`config.mk`:
```
export PLATFORM = sky130hd
export DESIGN_NAME = rv_bpred_top
export DESIGN_NICKNAME = d
export VERILOG_FILES = /design/src/rtl/rv_bpred_pkg.sv /design/src/rtl/rv_instr_predecode.sv /design/src/rtl/rv_btb.sv /design/src/rtl/rv_ras.sv /design/src/rtl/rv_bpred_id.sv /design/src/rtl/rv_bpred_ctrl.sv /design/src/rtl/rv_bpred_top.sv
export VERILOG_INCLUDE_DIRS = /design/src /design/src/rtl
export SDC_FILE = /design/constraint.sdc
export NUM_CORES = 1
export LEC_CHECK = 0
export BUFFER_PORTS_ARGS = -buffer_cell sky130_fd_sc_hd__buf_2
export CAP_MARGIN = 40
export CORE_MARGIN = 8
export CORE_UTILIZATION = 45
export DETAILED_ROUTE_END_ITERATION = 16
export PLACE_DENSITY = 0.57
export RECOVER_POWER = 100
export SYNTH_ARGS = -nofsm -noshare
export SYNTH_HDL_FRONTEND = slang
export SYNTH_SLANG_ARGS = --single-unit
```
`constraint.sdc`:
```
create_clock -name clk -period 8.5 [get_ports clk]
set_input_delay 1.275 -clock clk [delete_from_list [all_inputs] [get_ports clk]]
set_output_delay 1.275 -clock clk [all_outputs]
set_load 0.02 [all_outputs]
```
`src/rtl/rv_bpred_macros.svh`:
```
`ifndef RV_BPRED_MACROS_SVH
`define RV_BPRED_MACROS_SVH

// Width of the PC, the immediates and every predicted target
`define RV_XLEN 32

// Number of direct-mapped BTB entries
// Must be a power of two so the index is a plain PC bit slice
`define RV_BTB_ENTRIES 16

// Number of return addresses the RAS holds before it wraps
`define RV_RAS_DEPTH 4

`endif

```
`src/rtl/rv_bpred_pkg.sv`:
```
`default_nettype none

`include "rv_bpred_macros.svh"

package rv_bpred_pkg;

    // B-type field view, laid out from bit 31 down to bit 0
    typedef struct packed {
        logic       imm12;
        logic [5:0] imm10_5;
        logic [4:0] rs2;
        logic [4:0] rs1;
        logic [2:0] funct3;
        logic [3:0] imm4_1;
        logic       imm11;
        logic [6:0] opcode;
    } rv_b_fmt_t;

    // J-type field view, used for JAL
    // The rd and opcode positions are common to all formats, so JALR reads them here too
    typedef struct packed {
        logic        imm20;
        logic [9:0]  imm10_1;
        logic        imm11;
        logic [7:0]  imm19_12;
        logic [4:0]  rd;
        logic [6:0]  opcode;
    } rv_j_fmt_t;

    // One fetched instruction word with its two decodings
    typedef union packed {
        rv_b_fmt_t b_fmt;
        rv_j_fmt_t j_fmt;
    } rv_instr_u;

    // PC source selected by the ID stage
    typedef enum logic [1:0] {
        PC_SEL_SEQUENTIAL = 2'b00,
        PC_SEL_PREDICTED  = 2'b01
    } pc_sel_e;

    // Control-flow class of the fetched word and its PC-relative offset
    typedef struct packed {
        logic                is_branch;
        logic                is_jal;
        logic                is_jalr;
        logic                is_call;
        logic                is_return;
        logic [`RV_XLEN-1:0] imm;
    } predecode_t;

    // BTB half of the IF-stage prediction
    typedef struct packed {
        logic                hit;
        logic                taken;
        logic [`RV_XLEN-1:0] tgt;
    } btb_lookup_t;

    // Everything predicted in IF, carried down to ID
    typedef struct packed {
        logic                btb_hit;
        logic                btb_taken;
        logic [`RV_XLEN-1:0] btb_tgt;
        logic                ras_valid;
        logic [`RV_XLEN-1:0] ras_tgt;
    } if_pred_t;

    // One resolved branch or JAL reported by execute
    typedef struct packed {
        logic                valid;
        logic [`RV_XLEN-1:0] pc;
        logic                taken;
        logic [`RV_XLEN-1:0] target;
    } resolve_t;

    // Contents of the IF-to-ID pipeline register
    typedef struct packed {
        logic                valid;
        logic [`RV_XLEN-1:0] pc;
        predecode_t          dec;
        if_pred_t            pred;
    } id_stage_t;

endpackage

`default_nettype wire

```
`src/rtl/rv_instr_predecode.sv`:
```
`timescale 1ns/1ps
`default_nettype none

`include "rv_bpred_macros.svh"

module rv_instr_predecode import rv_bpred_pkg::*; (
    input  rv_instr_u  instr,
    output predecode_t dec
);

    localparam logic [6:0] OPC_BRANCH = 7'b1100011;
    localparam logic [6:0] OPC_JAL    = 7'b1101111;
    localparam logic [6:0] OPC_JALR   = 7'b1100111;

    logic [6:0] opcode;
    logic [4:0] rd;
    logic [4:0] rs1;
    logic       rd_link;
    logic       rs1_link;

    // Opcode, rd and rs1 sit at the same bits in every format
    assign opcode = instr.j_fmt.opcode;
    assign rd     = instr.j_fmt.rd;
    assign rs1    = instr.b_fmt.rs1;

    // Standard link registers are ra (x1) and t0 (x5)
    assign rd_link  = (rd == 5'd1) || (rd == 5'd5);
    assign rs1_link = (rs1 == 5'd1) || (rs1 == 5'd5);

    always_comb begin
        dec           = '0;
        dec.is_branch = (opcode == OPC_BRANCH);
        dec.is_jal    = (opcode == OPC_JAL);
        dec.is_jalr   = (opcode == OPC_JALR);

        // A call links through x1 or x5, whichever jump form it uses
        dec.is_call   = (dec.is_jal || dec.is_jalr) && rd_link;

        // A return jumps through a link register and discards the link
        dec.is_return = dec.is_jalr && (rd == 5'd0) && rs1_link;

        // Only the PC-relative forms carry an offset the predictor can use
        if (dec.is_branch) begin
            dec.imm = {{(`RV_XLEN-12){instr.b_fmt.imm12}}, instr.b_fmt.imm11,
                       instr.b_fmt.imm10_5, instr.b_fmt.imm4_1, 1'b0};
        end else if (dec.is_jal) begin
            dec.imm = {{(`RV_XLEN-20){instr.j_fmt.imm20}}, instr.j_fmt.imm19_12,
                       instr.j_fmt.imm11, instr.j_fmt.imm10_1, 1'b0};
        end
    end

endmodule

`default_nettype wire

```
`src/rtl/rv_btb.sv`:
```
`timescale 1ns/1ps
`default_nettype none

`include "rv_bpred_macros.svh"

module rv_btb import rv_bpred_pkg::*; (
    input  logic                clk,
    input  logic                rst_n,
    input  logic [`RV_XLEN-1:0] lookup_pc,
    output btb_lookup_t         lookup,
    input  resolve_t            resolve
);

    localparam int IDX_W = $clog2(`RV_BTB_ENTRIES);
    localparam int TAG_W = `RV_XLEN - IDX_W - 2;

    // Only the valid bits are control state, the rest is payload
    logic [`RV_BTB_ENTRIES-1:0] valid_q;
    logic [TAG_W-1:0]           tag_q [`RV_BTB_ENTRIES];
    logic [`RV_XLEN-1:0]        tgt_q [`RV_BTB_ENTRIES];
    logic [1:0]                 ctr_q [`RV_BTB_ENTRIES];

    logic [IDX_W-1:0] lk_idx;
    logic [TAG_W-1:0] lk_tag;
    logic [IDX_W-1:0] rs_idx;
    logic [TAG_W-1:0] rs_tag;
    logic             rs_hit;
    logic [1:0]       ctr_next;

    // Instructions are word aligned, so bits 1:0 take no part in the lookup
    assign lk_idx = lookup_pc[IDX_W+1:2];
    assign lk_tag = lookup_pc[`RV_XLEN-1:IDX_W+2];

    assign lookup.hit   = valid_q[lk_idx] && (tag_q[lk_idx] == lk_tag);
    assign lookup.taken = ctr_q[lk_idx][1];
    assign lookup.tgt   = tgt_q[lk_idx];

    assign rs_idx = resolve.pc[IDX_W+1:2];
    assign rs_tag = resolve.pc[`RV_XLEN-1:IDX_W+2];
    assign rs_hit = valid_q[rs_idx] && (tag_q[rs_idx] == rs_tag);

    // Saturating 2-bit counter step toward the resolved outcome
    always_comb begin
        ctr_next = ctr_q[rs_idx];
        if (resolve.taken && ctr_q[rs_idx] != 2'b11) begin
            ctr_next = ctr_q[rs_idx] + 2'b01;
        end else if (!resolve.taken && ctr_q[rs_idx] != 2'b00) begin
            ctr_next = ctr_q[rs_idx] - 2'b01;
        end
    end

    always_ff @(posedge clk) begin
        if (!rst_n) begin
            valid_q <= '0;
        end else if (resolve.valid) begin
            valid_q[rs_idx] <= 1'b1;
        end
    end

    always_ff @(posedge clk) begin
        if (resolve.valid) begin
            if (!rs_hit) begin
                // Allocation replaces whatever aliased into this slot
                // The counter starts weak so one wrong outcome flips it
                tag_q[rs_idx] <= rs_tag;
                tgt_q[rs_idx] <= resolve.target;
                ctr_q[rs_idx] <= resolve.taken ? 2'b10 : 2'b01;
            end else begin
                ctr_q[rs_idx] <= ctr_next;
                // A not-taken outcome says nothing about the target
                if (resolve.taken) begin
                    tgt_q[rs_idx] <= resolve.target;
                end
            end
        end
    end

    // Execute only reports word-aligned instructions, the index assumes it
    a_resolve_aligned: assert property (
        @(posedge clk) disable iff (!rst_n)
        resolve.valid |-> (resolve.pc[1:0] == 2'b00)
    ) else $error("BTB resolve with misaligned pc");

endmodule

`default_nettype wire

```
`src/rtl/rv_ras.sv`:
```
`timescale 1ns/1ps
`default_nettype none

`include "rv_bpred_macros.svh"

module rv_ras (
    input  logic                clk,
    input  logic                rst_n,
    input  logic                push,
    input  logic                pop,
    input  logic [`RV_XLEN-1:0] push_addr,
    output logic [`RV_XLEN-1:0] top,
    output logic                not_empty
);

    localparam int PTR_W = $clog2(`RV_RAS_DEPTH);
    localparam int CNT_W = $clog2(`RV_RAS_DEPTH + 1);
    localparam logic [PTR_W-1:0] LAST_IDX = PTR_W'(`RV_RAS_DEPTH - 1);
    localparam logic [CNT_W-1:0] FULL_CNT = CNT_W'(`RV_RAS_DEPTH);

    logic [`RV_XLEN-1:0] stack_q [`RV_RAS_DEPTH];
    logic [PTR_W-1:0]    ptr_q;
    logic [CNT_W-1:0]    cnt_q;
    logic [PTR_W-1:0]    ptr_inc;
    logic [PTR_W-1:0]    ptr_dec;

    // Pointer arithmetic wraps explicitly so any depth works
    assign ptr_inc = (ptr_q == LAST_IDX) ? '0 : ptr_q + 1'b1;
    assign ptr_dec = (ptr_q == '0) ? LAST_IDX : ptr_q - 1'b1;

    // ptr_q always addresses the newest entry
    assign top       = stack_q[ptr_q];
    assign not_empty = (cnt_q != '0);

    always_ff @(posedge clk) begin
        if (!rst_n) begin
            ptr_q <= '0;
            cnt_q <= '0;
        end else if (push && !pop) begin
            ptr_q <= ptr_inc;
            // When full the count holds and the oldest slot gets overwritten
            if (cnt_q != FULL_CNT) begin
                cnt_q <= cnt_q + 1'b1;
            end
        end else if (pop && !push) begin
            ptr_q <= ptr_dec;
            cnt_q <= cnt_q - 1'b1;
        end
    end

    always_ff @(posedge clk) begin
        if (push && pop) begin
            // Combined pop and push just swaps the top entry
            stack_q[ptr_q] <= push_addr;
        end else if (push) begin
            stack_q[ptr_inc] <= push_addr;
        end
    end

    // The control must not pop a stack that holds nothing
    a_no_underflow: assert property (
        @(posedge clk) disable iff (!rst_n)
        (pop && !push) |-> not_empty
    ) else $error("RAS pop while empty");

endmodule

`default_nettype wire

```
`src/rtl/rv_bpred_id.sv`:
```
`timescale 1ns/1ps
`default_nettype none

`include "rv_bpred_macros.svh"

module rv_bpred_id import rv_bpred_pkg::*; (
    input  id_stage_t           id,
    output pc_sel_e             pc_sel_id,
    output logic [`RV_XLEN-1:0] pred_tgt,
    output logic                pred_taken_id,
    output logic                bpred_taken_id
);

    logic                predictable;
    logic                static_taken;
    logic                ras_pred;
    logic                btb_pred;
    logic [`RV_XLEN-1:0] static_tgt;
    logic                static_aligned;

    // Only PC-relative control flow has a target ID can compute
    assign predictable = id.dec.is_branch || id.dec.is_jal;

    // Backward branches are loop closers, so predict them taken along with JAL
    assign static_taken = (id.dec.is_branch && id.dec.imm[`RV_XLEN-1]) || id.dec.is_jal;

    // IF already redirected on a RAS hit for a return
    assign ras_pred = id.pred.ras_valid && id.dec.is_return;

    // IF may have redirected on a BTB hit, and either way the BTB owns this one
    assign btb_pred = id.pred.btb_hit && predictable;

    assign static_tgt     = id.pc + id.dec.imm;
    assign static_aligned = (static_tgt[1:0] == 2'b00);

    always_comb begin
        pred_taken_id = 1'b0;
        pred_tgt      = '0;
        // A second redirect here would restart fetch from the wrong PC
        // Misaligned targets are left for execute to trap on
        if (id.valid && predictable && !ras_pred && !btb_pred && static_aligned) begin
            pred_taken_id = static_taken;
            pred_tgt      = static_tgt;
        end
    end

    // Overall direction, with RAS over BTB over static
    always_comb begin
        if (!id.valid) begin
            bpred_taken_id = 1'b0;
        end else if (ras_pred) begin
            bpred_taken_id = 1'b1;
        end else if (btb_pred) begin
            bpred_taken_id = id.pred.btb_taken;
        end else begin
            bpred_taken_id = pred_taken_id;
        end
    end

    assign pc_sel_id = pred_taken_id ? PC_SEL_PREDICTED : PC_SEL_SEQUENTIAL;

endmodule

`default_nettype wire

```
`src/rtl/rv_bpred_ctrl.sv`:
```
`timescale 1ns/1ps
`default_nettype none

`include "rv_bpred_macros.svh"

module rv_bpred_ctrl import rv_bpred_pkg::*; (
    input  logic                clk,
    input  logic                rst_n,
    input  logic                fetch_valid,
    input  logic [`RV_XLEN-1:0] pc_if,
    input  predecode_t          dec,
    input  if_pred_t            if_pred,
    input  logic                flush,
    output id_stage_t           id,
    output logic                if_redirect,
    output logic [`RV_XLEN-1:0] if_tgt,
    output logic                ras_push,
    output logic                ras_pop,
    output logic [`RV_XLEN-1:0] ras_push_addr
);

    logic                ras_redirect;
    logic                btb_redirect;
    logic                id_valid_q;
    logic [`RV_XLEN-1:0] id_pc_q;
    predecode_t          id_dec_q;
    if_pred_t            id_pred_q;

    // A return is predicted from the RAS top whenever the stack holds something
    assign ras_redirect = fetch_valid && dec.is_return && if_pred.ras_valid;

    // Branches and JAL follow the BTB only if the counter leans taken
    assign btb_redirect = fetch_valid && if_pred.btb_hit && if_pred.btb_taken &&
                          (dec.is_branch || dec.is_jal);

    assign if_redirect = ras_redirect || btb_redirect;

    always_comb begin
        if (ras_redirect) begin
            if_tgt = if_pred.ras_tgt;
        end else if (btb_redirect) begin
            if_tgt = if_pred.btb_tgt;
        end else begin
            if_tgt = '0;
        end
    end

    // A flush at the fetch edge kills the instruction before it reaches ID
    always_ff @(posedge clk) begin
        if (!rst_n) begin
            id_valid_q <= 1'b0;
        end else begin
            id_valid_q <= fetch_valid && !flush;
        end
    end

    always_ff @(posedge clk) begin
        if (fetch_valid) begin
            id_pc_q   <= pc_if;
            id_dec_q  <= dec;
            id_pred_q <= if_pred;
        end
    end

    assign id = '{valid: id_valid_q, pc: id_pc_q, dec: id_dec_q, pred: id_pred_q};

    // The RAS is updated from ID, after the instruction is known to be live
    // The pop check uses the live stack state, not the copy taken in IF
    assign ras_push      = id_valid_q && id_dec_q.is_call;
    assign ras_pop       = id_valid_q && id_dec_q.is_return && if_pred.ras_valid;
    assign ras_push_addr = id_pc_q + `RV_XLEN'(4);

endmodule

`default_nettype wire

```
`src/rtl/rv_bpred_top.sv`:
```
`timescale 1ns/1ps
`default_nettype none

`include "rv_bpred_macros.svh"

module rv_bpred_top import rv_bpred_pkg::*; (
    input  logic                clk,
    input  logic                rst_n,
    input  logic                fetch_valid,
    input  logic [`RV_XLEN-1:0] pc_if,
    input  rv_instr_u           instr_if,
    input  logic                flush,
    input  resolve_t            resolve,
    output logic                if_redirect,
    output logic [`RV_XLEN-1:0] if_tgt,
    output pc_sel_e             pc_sel_id,
    output logic [`RV_XLEN-1:0] pred_tgt,
    output logic                pred_taken_id,
    output logic                bpred_taken_id
);

    predecode_t          dec_if;
    btb_lookup_t         btb_lookup;
    if_pred_t            if_pred;
    id_stage_t           id;
    logic                ras_push;
    logic                ras_pop;
    logic [`RV_XLEN-1:0] ras_push_addr;
    logic [`RV_XLEN-1:0] ras_top;
    logic                ras_not_empty;

    rv_instr_predecode u_predecode (
        .instr (instr_if),
        .dec   (dec_if)
    );

    rv_btb u_btb (
        .clk       (clk),
        .rst_n     (rst_n),
        .lookup_pc (pc_if),
        .lookup    (btb_lookup),
        .resolve   (resolve)
    );

    rv_ras u_ras (
        .clk       (clk),
        .rst_n     (rst_n),
        .push      (ras_push),
        .pop       (ras_pop),
        .push_addr (ras_push_addr),
        .top       (ras_top),
        .not_empty (ras_not_empty)
    );

    // Both IF predictors merged into one bundle for the control
    assign if_pred = '{btb_hit: btb_lookup.hit, btb_taken: btb_lookup.taken,
                       btb_tgt: btb_lookup.tgt, ras_valid: ras_not_empty,
                       ras_tgt: ras_top};

    rv_bpred_ctrl u_ctrl (
        .clk           (clk),
        .rst_n         (rst_n),
        .fetch_valid   (fetch_valid),
        .pc_if         (pc_if),
        .dec           (dec_if),
        .if_pred       (if_pred),
        .flush         (flush),
        .id            (id),
        .if_redirect   (if_redirect),
        .if_tgt        (if_tgt),
        .ras_push      (ras_push),
        .ras_pop       (ras_pop),
        .ras_push_addr (ras_push_addr)
    );

    rv_bpred_id u_id (
        .id             (id),
        .pc_sel_id      (pc_sel_id),
        .pred_tgt       (pred_tgt),
        .pred_taken_id  (pred_taken_id),
        .bpred_taken_id (bpred_taken_id)
    );

endmodule

`default_nettype wire

```
* Word-level counts from Yosys, hierarchy flattened
Memory sizes are Yosys's and may differ from the RTL's. A register that Yosys moved wholly into a read port is not among the register bits.
Index checks and enable logic that the tools add are counted.
** Cells by class
- Add/subtract/negate cells :: 8
- Multipliers :: 0
- Div/mod/pow operators :: 0
- Magnitude comparators :: 3
- Equality and inequality tests :: 13
- Shift operators :: 0
- Mux-type cells :: 48
- Bitwise operators :: 3
- Reduce and logical (&&, ||, !) cells :: 48
** Operators with widths (count)
- $mux W32 :: 7
- $eq A26 B26 Y1 :: 2
- $add A32 B3 Y32 const B :: 1
- $add A32 B32 Y32 :: 1
- $reduce_or A32 Y1 :: 1
- $logic_and A1 B1 Y1 :: 27
- $mux W1 :: 24
- $mux W2 :: 11
- $eq A7 B7 Y1 const B :: 3
- $or A16 B16 Y16 :: 1
- $eq A5 B1 Y1 const B :: 2
- $eq A5 B3 Y1 const B :: 2
- $lt A4 B5 Y1 const B :: 2
- $mux W3 :: 3
- $bmux W1 S4 :: 2
- $logic_or A1 B1 Y1 :: 7
- $logic_not A1 Y1 :: 6
- $logic_not A5 Y1 :: 1
- $add A2 B1 Y2 const B :: 2
- $demux W1 S4 :: 1
- $ge A4 B1 Y1 const B :: 1
- $logic_not A2 Y1 :: 2
- $ne A2 B2 Y1 const B :: 2
- $reduce_bool A2 Y1 :: 2
- 8 further kinds :: 10
** Word-level totals
- Flip-flop bits (word level) :: 93
- Bits in latches :: 0
- Memory bits (writable) :: 1088
- Memory bits (read-only) :: 0
- Input port bits :: 134
- Output and inout port bits :: 69
- Logic and storage cells :: 141
- Memories :: 4
** Memories
- u_btb.tgt_q :: depth 16, bits a word 32, rd ports 1, clocked after memory_dff 0, wr ports 1, line rv_btb.sv:20 : logic [`RV_XLEN-1:0] tgt_q [`RV_BTB_ENTRIES];
- u_btb.tag_q :: depth 16, bits a word 26, rd ports 2, clocked after memory_dff 0, wr ports 1, line rv_btb.sv:19 : logic [TAG_W-1:0] tag_q [`RV_BTB_ENTRIES];
- u_ras.stack_q :: depth 4, bits a word 32, rd ports 1, clocked after memory_dff 1, wr ports 1, line rv_ras.sv:21 : logic [`RV_XLEN-1:0] stack_q [`RV_RAS_DEPTH];
- u_btb.ctr_q :: depth 16, bits a word 2, rd ports 2, clocked after memory_dff 0, wr ports 1, line rv_btb.sv:21 : logic [1:0] ctr_q [`RV_BTB_ENTRIES];

* Logic depth before layout (Yosys ltp)
Gate-level depths: netlist (run 1).
- Depth after elaboration :: 9
- Mapped depth :: 15
- Depth with buffers taken out :: 11

* Hierarchy
A second synthesis (run 1) with hierarchy kept.
** Second synthesis, totals
- Cell total of the unflattened synthesis :: 2709
- Area total of the unflattened synthesis :: 54238.3 um^2
** Modules (own cells, without submodules)
- rv_btb :: times used 1, cells each 1862, area an instance 41644.9 um^2, sequential area each 29148.0 um^2
- rv_ras :: times used 1, cells each 224, area an instance 5141.2 um^2, sequential area each 3983.8 um^2
- rv_bpred_ctrl :: times used 1, cells each 267, area an instance 5071.1 um^2, sequential area each 4103.9 um^2
- rv_bpred_id :: times used 1, cells each 290, area an instance 1984.4 um^2, sequential area each 0.0 um^2
- rv_instr_predecode :: times used 1, cells each 66, area an instance 396.6 um^2, sequential area each 0.0 um^2

* Least setup slack after synthesis (run 1)
OpenSTA, ideal clock, no wires.
- Path kind :: input-to-reg
- From :: input resolve[35] (netlist name)
- To :: memory u_btb.tgt_q[13][0] (netlist name) (enable)
- Setup time :: 0.461 ns
- Arrival :: 5.689 ns
- Required time :: 8.039 ns
- Slack :: 2.350 ns
- Stages :: 12
- Buffers on the path :: 4
- Cells stage by stage :: buf_4 > buf_6 > buf_2 > mux4_2 > o22a_1 > o2111a_1 > o21ai_0 > o41ai_1 > and4b_1 > and2_1 > clkbuf_1 > nor3_1
** Between the ends
- Cells in the longest elaborated chain, start to end :: 7
- Elaborated cells between the ends (all ways) :: 12
- Those cells by class :: 1 x eq/ne; 8 x mux; 1 x bitwise; 1 x reduce/logical; 1 x memory
** RTL lines
- start, declared :: line rv_bpred_top.sv:13 : input resolve_t resolve,
- $mem_v2 Z16 W26 or $bmux W1 S4 (tied branches)
- $eq A26 B26 Y1 or $mux W1 (tied branches) :: line rv_btb.sv:40 : assign rs_hit = valid_q[rs_idx] && (tag_q[rs_idx] == rs_tag);
- $logic_and A1 B1 Y1 :: line rv_btb.sv:40
- $mux W1 :: line rv_btb.sv:62 : if (!rs_hit) begin
- $mux W1 :: line rv_btb.sv:61 : if (resolve.valid) begin
- $mux W1, on equally long branches :: line rv_btb.sv:66, rv_btb.sv:72
- $or A1 B1 Y1 (no source line)
- end, declared :: line rv_btb.sv:20
Parallel ways exist; a longest one is shown, timed or not. The select of a mux whose other input is x is not followed.

* Final worst setup path (run 1)
- From :: input resolve[35] (netlist name)
- To :: memory u_btb.tgt_q[11][12] (netlist name) (enable)
Same word-level chain as after synthesis.

==> summary.md, run 1 <==
| Metric | Value |
|---|---|
| Status | `complete, but fails checks` |
| Failing checks | `max-capacitance violations, max-slew violations` |
| Synth top area share | `0.6718` |
| Commonest cells post-synth | `1,147 x edfxtp_1, 419 x mux4_2, 113 x inv_1` |
| Largest net degree at the start of global routing | `~120` |
| Comb pwr share | `0.078` |
| EDFF count, synth | `1,147` |
| Post-CTS sizing | `0` |
| Pleak | `19.07 nW` |
| Sw Ratio | `0.2241` |
| Internal power | `slightly above 10 mW` |
| Post-route setup TNS | `0 ns` |
| CP max FO | `67` |
| Via density | `6.098` |
| CP Launch Type | `primary input` |
| Site row count | `~120` |
| Critical Path Start | `resolve[35]` |
| CTS root buf | `clkbuf_16` |
| H-tree Lvls | `4` |
| Vias post-DR | `between 20,000 and 30,000` |
| Layout area overhead | `13.61%` |
| Worst hold path class | `reg -> reg` |
| Finished Cell Area | `about 0.058 mm2` |
| Crit. End Element | `register` |
| Clk_skew | `~0.025 ns` |
| Synth area leaders | `edfxtp_1 67%, mux4_2 18%, mux2i_1 1.8%` |
| Hold path startpoint | `u_btb.valid_q[7]` |
| Initial antenna violation count | `15` |
| Post-layout min period | `roughly 7.6 ns` |
| Netlist cell types | `70` |
| Switching power | `slightly below 3 mW` |
| Die area | `0.1250 mm2` |
| Worst-skew pair later-pin latency | `between 0.7 and 0.8 ns` |
| Post-CTS Repair Setup Buffers | `0` |
| CTS tree | `done` |
| Die X | `353.5 um` |
| Share of total power in the clock network | `0.423` |
| Routed wire length | `141,600 um` |
| Yosys warning count | `0` |
| Max-slew headroom | `-1.440` |
| GR Overflow Total | `0` |
| Mapped Area | `slightly above 0.05 mm2` |
| FFs w/ async S/R, synth | `0` |
| Mean area per synthesized cell | `19.25 um2` |
| Seq pwr share | `0.499` |
| DR DRC count | `0` |
| Max-slew violations | `576` |
| DR iter-0 viols | `between 2,000 and 3,000` |
| DR pass1 iterations | `5` |
| Nets@finish | `3,100` |
| CTS Hold Buffers Added | `0` |
| Placed Instance Area | `0.05445 mm2` |
| Layout cells sized above 1 | `0.2512` |
| Worst slew pin tran | `3.660 ns` |
| Top cell type by total area after synthesis | `edfxtp_1` |
| Clock slew at reported path FFs | `0.05 ns` |
| Post-synthesis cell count | `~2,700` |
| Kind of critical path | `in -> reg` |
| Flops & latches, synth | `around 1,200` |
| Core box area | `0.1137 mm2` |
| Most frequent cell after synthesis | `edfxtp_1` |
| TritonCTS Buffers | `130` |
| CP Data Required Time | `between 8 and 9 ns` |
| Most used DFF post-synth | `edfxtp_1` |
| Arrival @ worst endpoint | `7.88 ns` |
| RSZ-0062 raised after global routing | `no` |
| Final Setup Violations | `0` |
| I/O Pins | `203` |
| Max-Cap Viols | `19` |
| Effective utilization at floorplan | `0.4508` |
| Final period util | `0.8964` |
| Die Span Y | `353.5 um` |
| Maximum clock rate | `roughly 0.13 GHz` |
| GRT Overall Usage | `0.2228` |
| PortBufs | `197` |
| Register area share after synthesis | `0.6812` |
| WL/cell | `31.11 um` |
| RD Place Congestion | `0.8734` |
| Routed Antenna Nets | `0` |
| DP Wirelength | `about 85,000 um` |
| Worst r2r src | `u_btb.tag_q[15][12]` |
| Fin. Hold Viols | `0` |
| Clock Sinks | `1,171` |
| PwrDens | `225.0 mW/mm2` |
| Global-route wire length before repair | `203,200 um` |
| Clk buf depth | `3` |
| Number of global-route vias before repair | `28,660` |
| Maximum VDD drop | `0.0002080 V` |
[path summary, 6_finish.rpt]
| path | end | slack, ns | depth (start not counted) |
|---|---|---|---|
| min | u_btb.valid_q[7] | 0.49 | 1 |
| max | u_btb.tgt_q[11][12] | 0.88 | 13 |
| min reg2reg | u_btb.valid_q[7] | 0.49 | 1 |
| max reg2reg | u_btb.tag_q[5][16] | 2.26 | 10 |
[worst max-delay path, stage by stage]
cell	delay, ns
clkbuf_1	0.30
buf_16	0.41
clkbuf_1	1.02
mux4_2	0.66
mux2i_1	0.30
o211ai_1	0.16
o311ai_0	0.12
nor3_1	0.12
and4b_1	0.33
and2_0	0.20
clkbuf_2	0.45
nor2_4	0.19
clkbuf_1	2.18
[cell families after synthesis]
family	synth area share
flops	0.6812
mux	0.2051
simple gates	0.03051
buf+inv	0.02209
compound gates	0.03285
xor+xnor	0.01811
fa+ha+maj	0.01006
other cells	0.00007315
[layout by cell type (no fill, tap or decap), types with 32 or more instances in the layout]
cell type  netlist  routed
xnor2_1         47      47
ha_1            38      38
clkbuf_16        0     134
inv_1          113     113
clkbuf_1        64     191
mux4_2         419     419
xor2_1          59      59
nand3_1         37      36
o22ai_1         54      54
buf_2           41      46
nand2_1         80      80
nor2_1          95      71
a21oi_1         33      32
mux2i_1         92      92
edfxtp_1      1147    1147
[sequential cells by signal (all words and copies together) (netlist names), named ones only]
signal	flops
u_btb.tgt_q	512
u_btb.tag_q	416
u_ras.stack_q	128
u_btb.ctr_q	32
u_ctrl.id_pc_q	32
u_ctrl.id	27
u_btb.valid_q	16
u_ras.cnt_q	3
u_ras.ptr_q	2
u_ctrl.id_valid_q	1
[power by group through the flow]
stage                     clock network, mW  registers [mW]  logic, mW
after floorplan                           0            6.63      0.649
after global placement                    0            6.65       1.02
after detailed placement                  0            6.66       1.04
after CTS                              5.66            6.54       1.04
after global routing                   5.86            6.55       1.09
final                                  5.54            6.55       1.02
[layout make-up]
cell class              count  area (um2)
diodes                      8       20.02
clock buffers             161        3505
clock inverters            75       718.2
fillers                  9164       55480
inverters                 114       427.9
multi-input cells        1239       15420
flip-flops and latches   1171       34920
well taps                1512        1892
repair buffers            270        1333
[per-layer routing]
layer / GRT usage / vias to the layer above / part of all wire
met5: 0 / - / 0.00016
met4: 0.05780 / 4 / 0.021
met3: 0.04779 / 196 / 0.073
met2: 0.3726 / 1098 / 0.50
met1: 0.2982 / 14880 / 0.40
li1: - / 11570 / -
[per-stage QoR]
step / worst slack, ns / util / std cells / hold WS, ns / power [mW]
6_report: 0.8804 / 0.5122 / 4550 / 0.4881 / 13.10
5_1_grt: 0.4801 / 0.5120 / 4544 / 0.5060 / 13.51
4_1_cts: 1.096 / 0.5160 / 4542 / 0.4892 / 13.24
3_5_place_dp: 1.109 / 0.4788 / 4306 / 0.4762 / 7.697
3_3_place_gp: 1.172 / 0.4773 / 4297 / 0.4642 / 7.669
2_1_floorplan: 2.350 / - / 2665 / 0.4516 / 7.282
Power figures use the tool's default switching activity.
==> inputs of run 2 (changes only) <==
CELL_PAD_IN_SITES_DETAIL_PLACEMENT = 0   (was unset)
CELL_PAD_IN_SITES_GLOBAL_PLACEMENT = 2   (was unset)
PLACE_DENSITY = 0.71   (was 0.57)
==> summary.md, run 2 (same netlist as run 1, synthesis figures left out) <==
| Metric | Value |
|---|---|
| PortBufs | `197` |
| Worst hold path class | `reg -> reg` |
| Routed Antenna Nets | `0` |
| Effective utilization at floorplan | `0.4508` |
| Clk_skew | `0.03178 ns` |
| Layout area overhead | `13.60%` |
| Vias post-DR | `27,410` |
| Clock slew at reported path FFs | `0.05 ns` |
| GR Overflow Total | `0` |
| Final Setup Violations | `0` |
| Die area | `0.1250 mm2` |
| RR Endpoint | `u_btb.tag_q[5][14]` |
| Clock Sinks | `1,171` |
| Max reg flops | `512` |
| CTS root buf | `clkbuf_16` |
| I/O Pins | `a little over 200` |
| Via density | `roughly 6` |
| Crit. End Element | `register` |
| Global-route wire length before repair | `203,500 um` |
| Worst R2R Path Depth | `10` |
| Layout cells sized above 1 | `0.2459` |
| RSZ-0062 raised after global routing | `no` |
| Hold Path Depth | `1` |
| Die Span Y | `353.5 um` |
| Critical Path Start | `resolve[38]` |
| CP Data Required Time | `8.86 ns` |
| Most common cell after layout, fill and taps aside | `edfxtp_1` |
| Pleak | `19.06 nW` |
| Status | `complete, but fails checks` |
| Largest regs | `u_btb.tgt_q: 512 flops, u_btb.tag_q: 416 flops, u_ras.stack_q: 128 flops` |
| Place WS | `1.229 ns` |
| Site row count | `124` |
| Initial antenna violation count | `14` |
| Largest net degree at the start of global routing | `103` |
| CP max FO | `27` |
| Fin. Hold Viols | `0` |
| Kind of critical path | `in -> reg` |
| Clk buf depth | `3` |
| Worst slew pin tran | `2.338 ns` |
| Number of global-route vias before repair | `approximately 29,000` |
| Finished Cell Area | `just under 0.06 mm2` |
| Fill cells | `9,161` |
| WL/cell | `30.91 um` |
| TritonCTS Buffers | `130` |
| Max-slew headroom | `-0.5644` |
| Max-Cap Viols | `11` |
| Post-route setup TNS | `0 ns` |
| Worst-skew pair later-pin latency | `about 0.74 ns` |
| CP Launch Type | `primary input` |
| Arrival @ worst endpoint | `around 8 ns` |
| Die X | `353.5 um` |
| CTS tree | `done` |
| RD Place Congestion | `0.8283` |
| Nets@finish | `between 3,000 and 4,000` |
| DR pass1 iterations | `5` |
| Worst r2r src | `u_btb.tag_q[15][10]` |
| H-tree Lvls | `4` |
| PwrDens | `224.2 mW/mm2` |
| Final worst slack | `0.6212 ns` |
| Final period util | `0.9269` |
| Core box area | `0.1137 mm2` |
| DR iter-0 viols | `2,782` |
| Maximum clock rate | `~0.13 GHz` |
| Post-CTS sizing | `0` |
| DR DRC count | `0` |
| Post-layout min period | `7.879 ns` |
| Storage cell area | `0.03492 mm2` |
| Failing checks | `max-capacitance violations, max-slew violations` |
| Post-CTS Repair Setup Buffers | `0` |
| DP Wirelength | `86,670 um` |
| Routed wire length | `around 140,000 um` |
| Max-slew violations | `about 220` |
| Most frequent cells in the layout | `1,147 x edfxtp_1, 419 x mux4_2, 203 x clkbuf_1, 133 x clkbuf_16, 113 x inv_1` |
| Hold path startpoint | `u_btb.valid_q[14]` |
| CTS Hold Buffers Added | `0` |
| Reg with most FFs | `u_btb.tgt_q` |
| Multi-input logic area | `0.01538 mm2` |
| Placed Instance Area | `0.05461 mm2` |
| FF-to-FF setup slack | `approximately 3.2 ns` |
| GRT Overall Usage | `0.2226` |
| Maximum VDD drop | `0.0001871 V` |
| WHS Endpoint | `u_btb.valid_q[14]` |
==> run 2: cell type report <==
| class | count | share of cell area |
|---|---|---|
| clock inverter | 65 | 0.01190 |
| timing repair buffer | 280 | 0.02481 |
| inverter | 114 | 0.007347 |
| antenna | 8 | 0.0003437 |
| multi-input combinational | 1239 | 0.2641 |
| tap | 1512 | 0.03248 |
| clock buffer | 165 | 0.05938 |
| sequential | 1171 | 0.5997 |
==> run 2: worst max-delay path by stage <==
stage | slack, ns | to
5_1_grt | 0.50 | u_btb.tgt_q[15][6]
3_3_place_gp | 1.17 | if_tgt[31]
3_5_place_dp | 1.23 | if_tgt[31]
2_1_floorplan | 2.35 | u_btb.tgt_q[13][0]
4_1_cts | 1.23 | if_tgt[31]
6_report | 0.62 | u_btb.tag_q[5][14]
==> run 2: stage by stage <==
stage                       util  hold slack (ns)  instances  power (mW)
after floorplan                -           0.4516       2665       7.282
after global placement    0.4777           0.4601       4303       7.666
after detailed placement  0.4802           0.4724       4316       7.698
after CTS                 0.5167           0.4849       4546       13.20
after global routing      0.5120           0.5079       4550       13.48
final                     0.5121           0.4869       4554       13.06
==> run 2: critical path, stage by stage <==
cell and delay, ns:
clkbuf_1 1.49, clkbuf_1 1.40, mux4_2 0.43, mux2i_1 0.38, nand3_1 0.15, nand4_1 0.15, nor3_1 0.05, and4b_1 0.26
buf_4 0.25, nor2_1 0.85, clkbuf_1 0.93, clkbuf_2 0.58
==> run 2: report_power, final <==
part / switching (mW) / internal, mW / total, mW
Combinational: 0.603 / 0.413 / 1.02
Sequential: 0.0603 / 6.48 / 6.54
Clock: 2.28 / 3.23 / 5.50
==> run 2: per-layer routing <==
| metal | GRT usage | share of wire |
|---|---|---|
| met5 | 0 | 0.00048 |
| met4 | 0.05634 | 0.019 |
| met1 | 0.3034 | 0.41 |
| met2 | 0.3714 | 0.50 |
| met3 | 0.04163 | 0.064 |
==> inputs of run 3 (changes only) <==
CORE_UTILIZATION = 44   (was 45)
PLACE_DENSITY = 0.73   (was 0.71)
RECOVER_POWER = 25   (was 100)
clock period = 6.5 ns   (was 8.5 ns; I/O delays follow)
==> summary.md, run 3 (same netlist as run 1, synthesis figures left out) <==
| Metric | Value |
|---|---|
| Global-route wire length before repair | `roughly 200,000 um` |
| Final period util | `0.9864` |
| Clock Sinks | `approximately 1,200` |
| Largest net degree at the start of global routing | `107` |
| Routed Antenna Nets | `0` |
| Seq pwr share | `0.516` |
| WHS Endpoint | `u_ctrl.id_pc_q[1]` |
| Initial antenna violation count | `19` |
| Sw Ratio | `0.2283` |
| Post-route setup TNS | `0 ns` |
| Layout cells sized above 1 | `0.2912` |
| Worst hold path class | `in -> reg` |
| Layout area overhead | `14.53%` |
| Arrival @ worst endpoint | `5.44 ns` |
| Maximum VDD drop | `between 0.0002 and 0.00025 V` |
| CTS Hold Buffers Added | `0` |
| Share of total power in the clock network | `0.403` |
| Hold WS | `about 0.46 ns` |
| Site row count | `~130` |
| Largest regs | `u_btb.tgt_q: 512 flops, u_btb.tag_q: 416 flops, u_ras.stack_q: 128 flops` |
| CP max FO | `20` |
| Via density | `5.996` |
| Internal power | `12.80 mW` |
| Effective utilization at floorplan | `0.4424` |
| Core box area | `0.1159 mm2` |
| WL/cell | `30.61 um` |
| Die Span Y | `~360 um` |
| Max-slew violations | `0` |
| Pleak | `19.54 nW` |
| Fin. Hold Viols | `0` |
| Max reg flops | `a little over 500` |
| RSZ-0062 raised after global routing | `no` |
| Die area | `0.1277 mm2` |
| GR Overflow Total | `0` |
| Max-slew headroom | `0.3773` |
| H-tree Lvls | `3` |
| Clk_skew | `about 0.046 ns` |
| I/O Pins | `203` |
| FF-to-FF setup slack | `2.27 ns` |
| Worst-skew pair later-pin latency | `roughly 0.74 ns` |
| CP Launch Type | `primary input` |
| Nets@finish | `3,122` |
| Fill cells | `9,276` |
| Multi-input logic area | `between 0.015 and 0.02 mm2` |
| Die X | `357.3 um` |
| TritonCTS Buffers | `120` |
| Status | `finished clean` |
| PortBufs | `197` |
| Switching power | `3.789 mW` |
| Worst slew pin tran | `0.9341 ns` |
| Reg with most FFs | `u_btb.tgt_q` |
| Crit. End Element | `output pin` |
| Number of global-route vias before repair | `28,590` |
| GRT Overall Usage | `0.2171` |
| Hold Path Depth | `1` |
| PwrDens | `282.6 mW/mm2` |
| CTS root buf | `clkbuf_16` |
| Post-layout min period | `6.411 ns` |
| Final Setup Violations | `0` |
| Storage cell area | `0.03492 mm2` |
| Clock slew at reported path FFs | `0.06 ns` |
| DP Wirelength | `87,410 um` |
| Finished Core Util | `0.5066` |
| DR iter-0 viols | `2,615` |
| Most common cell after layout, fill and taps aside | `edfxtp_1` |
| Worst R2R Path Depth | `11` |
| Kind of critical path | `in -> out` |
| Routed wire length | `140,100 um` |
| RD Place Congestion | `slightly above 0.8` |
| DR DRC count | `0` |
| Worst r2r src | `u_btb.tag_q[7][15]` |
| Comb pwr share | `0.082` |
| Maximum clock rate | `roughly 0.16 GHz` |
| Vias post-DR | `27,430` |
| Clk buf depth | `3` |
| DR pass1 iterations | `6` |
| Max-Cap Viols | `0` |
| RR Endpoint | `u_btb.tgt_q[7][4]` |
| CTS tree | `done` |
| CP Data Required Time | `5.52 ns` |
| Most frequent cells in the layout | `1,147 x edfxtp_1, 419 x mux4_2, 127 x buf_2, 120 x clkbuf_16, 113 x inv_1` |
| Hold path startpoint | `pc_if[1]` |
[run 3: area by class of cell]
type	instances	share of cell area
Antenna cell	5	0.0002131
Clock inverter	74	0.01225
Multi-Input combinational cell	1239	0.2637
Tap cell	1524	0.03248
Timing Repair Buffer	302	0.03625
Inverter	114	0.007288
Sequential cell	1171	0.5948
Clock buffer	146	0.05298
[run 3: stage by stage]
step	area (um2)	power (mW)	std cells	worst slack, ns
floorplan	51270	9.523	2665	0.6500
global placement	54780	10.04	4342	0.06345
detailed placement	54950	10.08	4350	0.04021
CTS	58780	16.74	4570	0.05457
global route	58710	17.11	4571	0.03339
finish	58720	16.59	4575	0.08858
[run 3: worst max-delay path, cell delays in order]
cell and delay [ns]:
buf_8 0.20, buf_12 0.26, buf_12 0.21, mux4_2 0.51, mux4_2 0.55, xor2_1 0.21, nor4_2 0.48, nand4_1 0.23
a2111oi_4 0.46, nand4_4 0.44, o22ai_1 0.58, buf_2 0.26
[run 3: how the worst max path moves through the flow]
stage                 from            endpoint  slack (ns)  cells after the start
2_1_floorplan  resolve[35]  u_btb.tgt_q[13][0]        0.65                     12
3_3_place_gp      pc_if[2]           if_tgt[3]        0.06                     13
3_5_place_dp      pc_if[2]           if_tgt[0]        0.04                     12
4_1_cts           pc_if[2]           if_tgt[0]        0.05                     12
5_1_grt           pc_if[2]           if_tgt[4]        0.03                     13
6_report          pc_if[2]           if_tgt[0]        0.09                     12
[run 3: routing by layer]
| metal | global-route usage | wire length, um | vias to the layer above | part of all wire |
|---|---|---|---|---|
| met5 | 0 | 92 | - | 0.00066 |
| met4 | 0.06159 | 3688 | 14 | 0.026 |
| met3 | 0.04840 | 10290 | 209 | 0.073 |
| met2 | 0.3667 | 70310 | 990 | 0.50 |
| met1 | 0.2833 | 55680 | 14610 | 0.40 |
| li1 | - | - | 11620 | - |
[run 3: power groups by stage]
stage | clock (mW) | sequential [mW] | combinational, mW
CTS | 6.81 | 8.55 | 1.37
finish | 6.68 | 8.56 | 1.36
floorplan | 0 | 8.67 | 0.849
global route | 7.09 | 8.57 | 1.45
global placement | 0 | 8.70 | 1.34
detailed placement | 0 | 8.71 | 1.37
[run 3: repair_timing]
action,in CTS,in global routing
hold endpoints to repair,0,0
resized for setup,0,1
buffers inserted,0,0
setup endpoints to repair,0,24
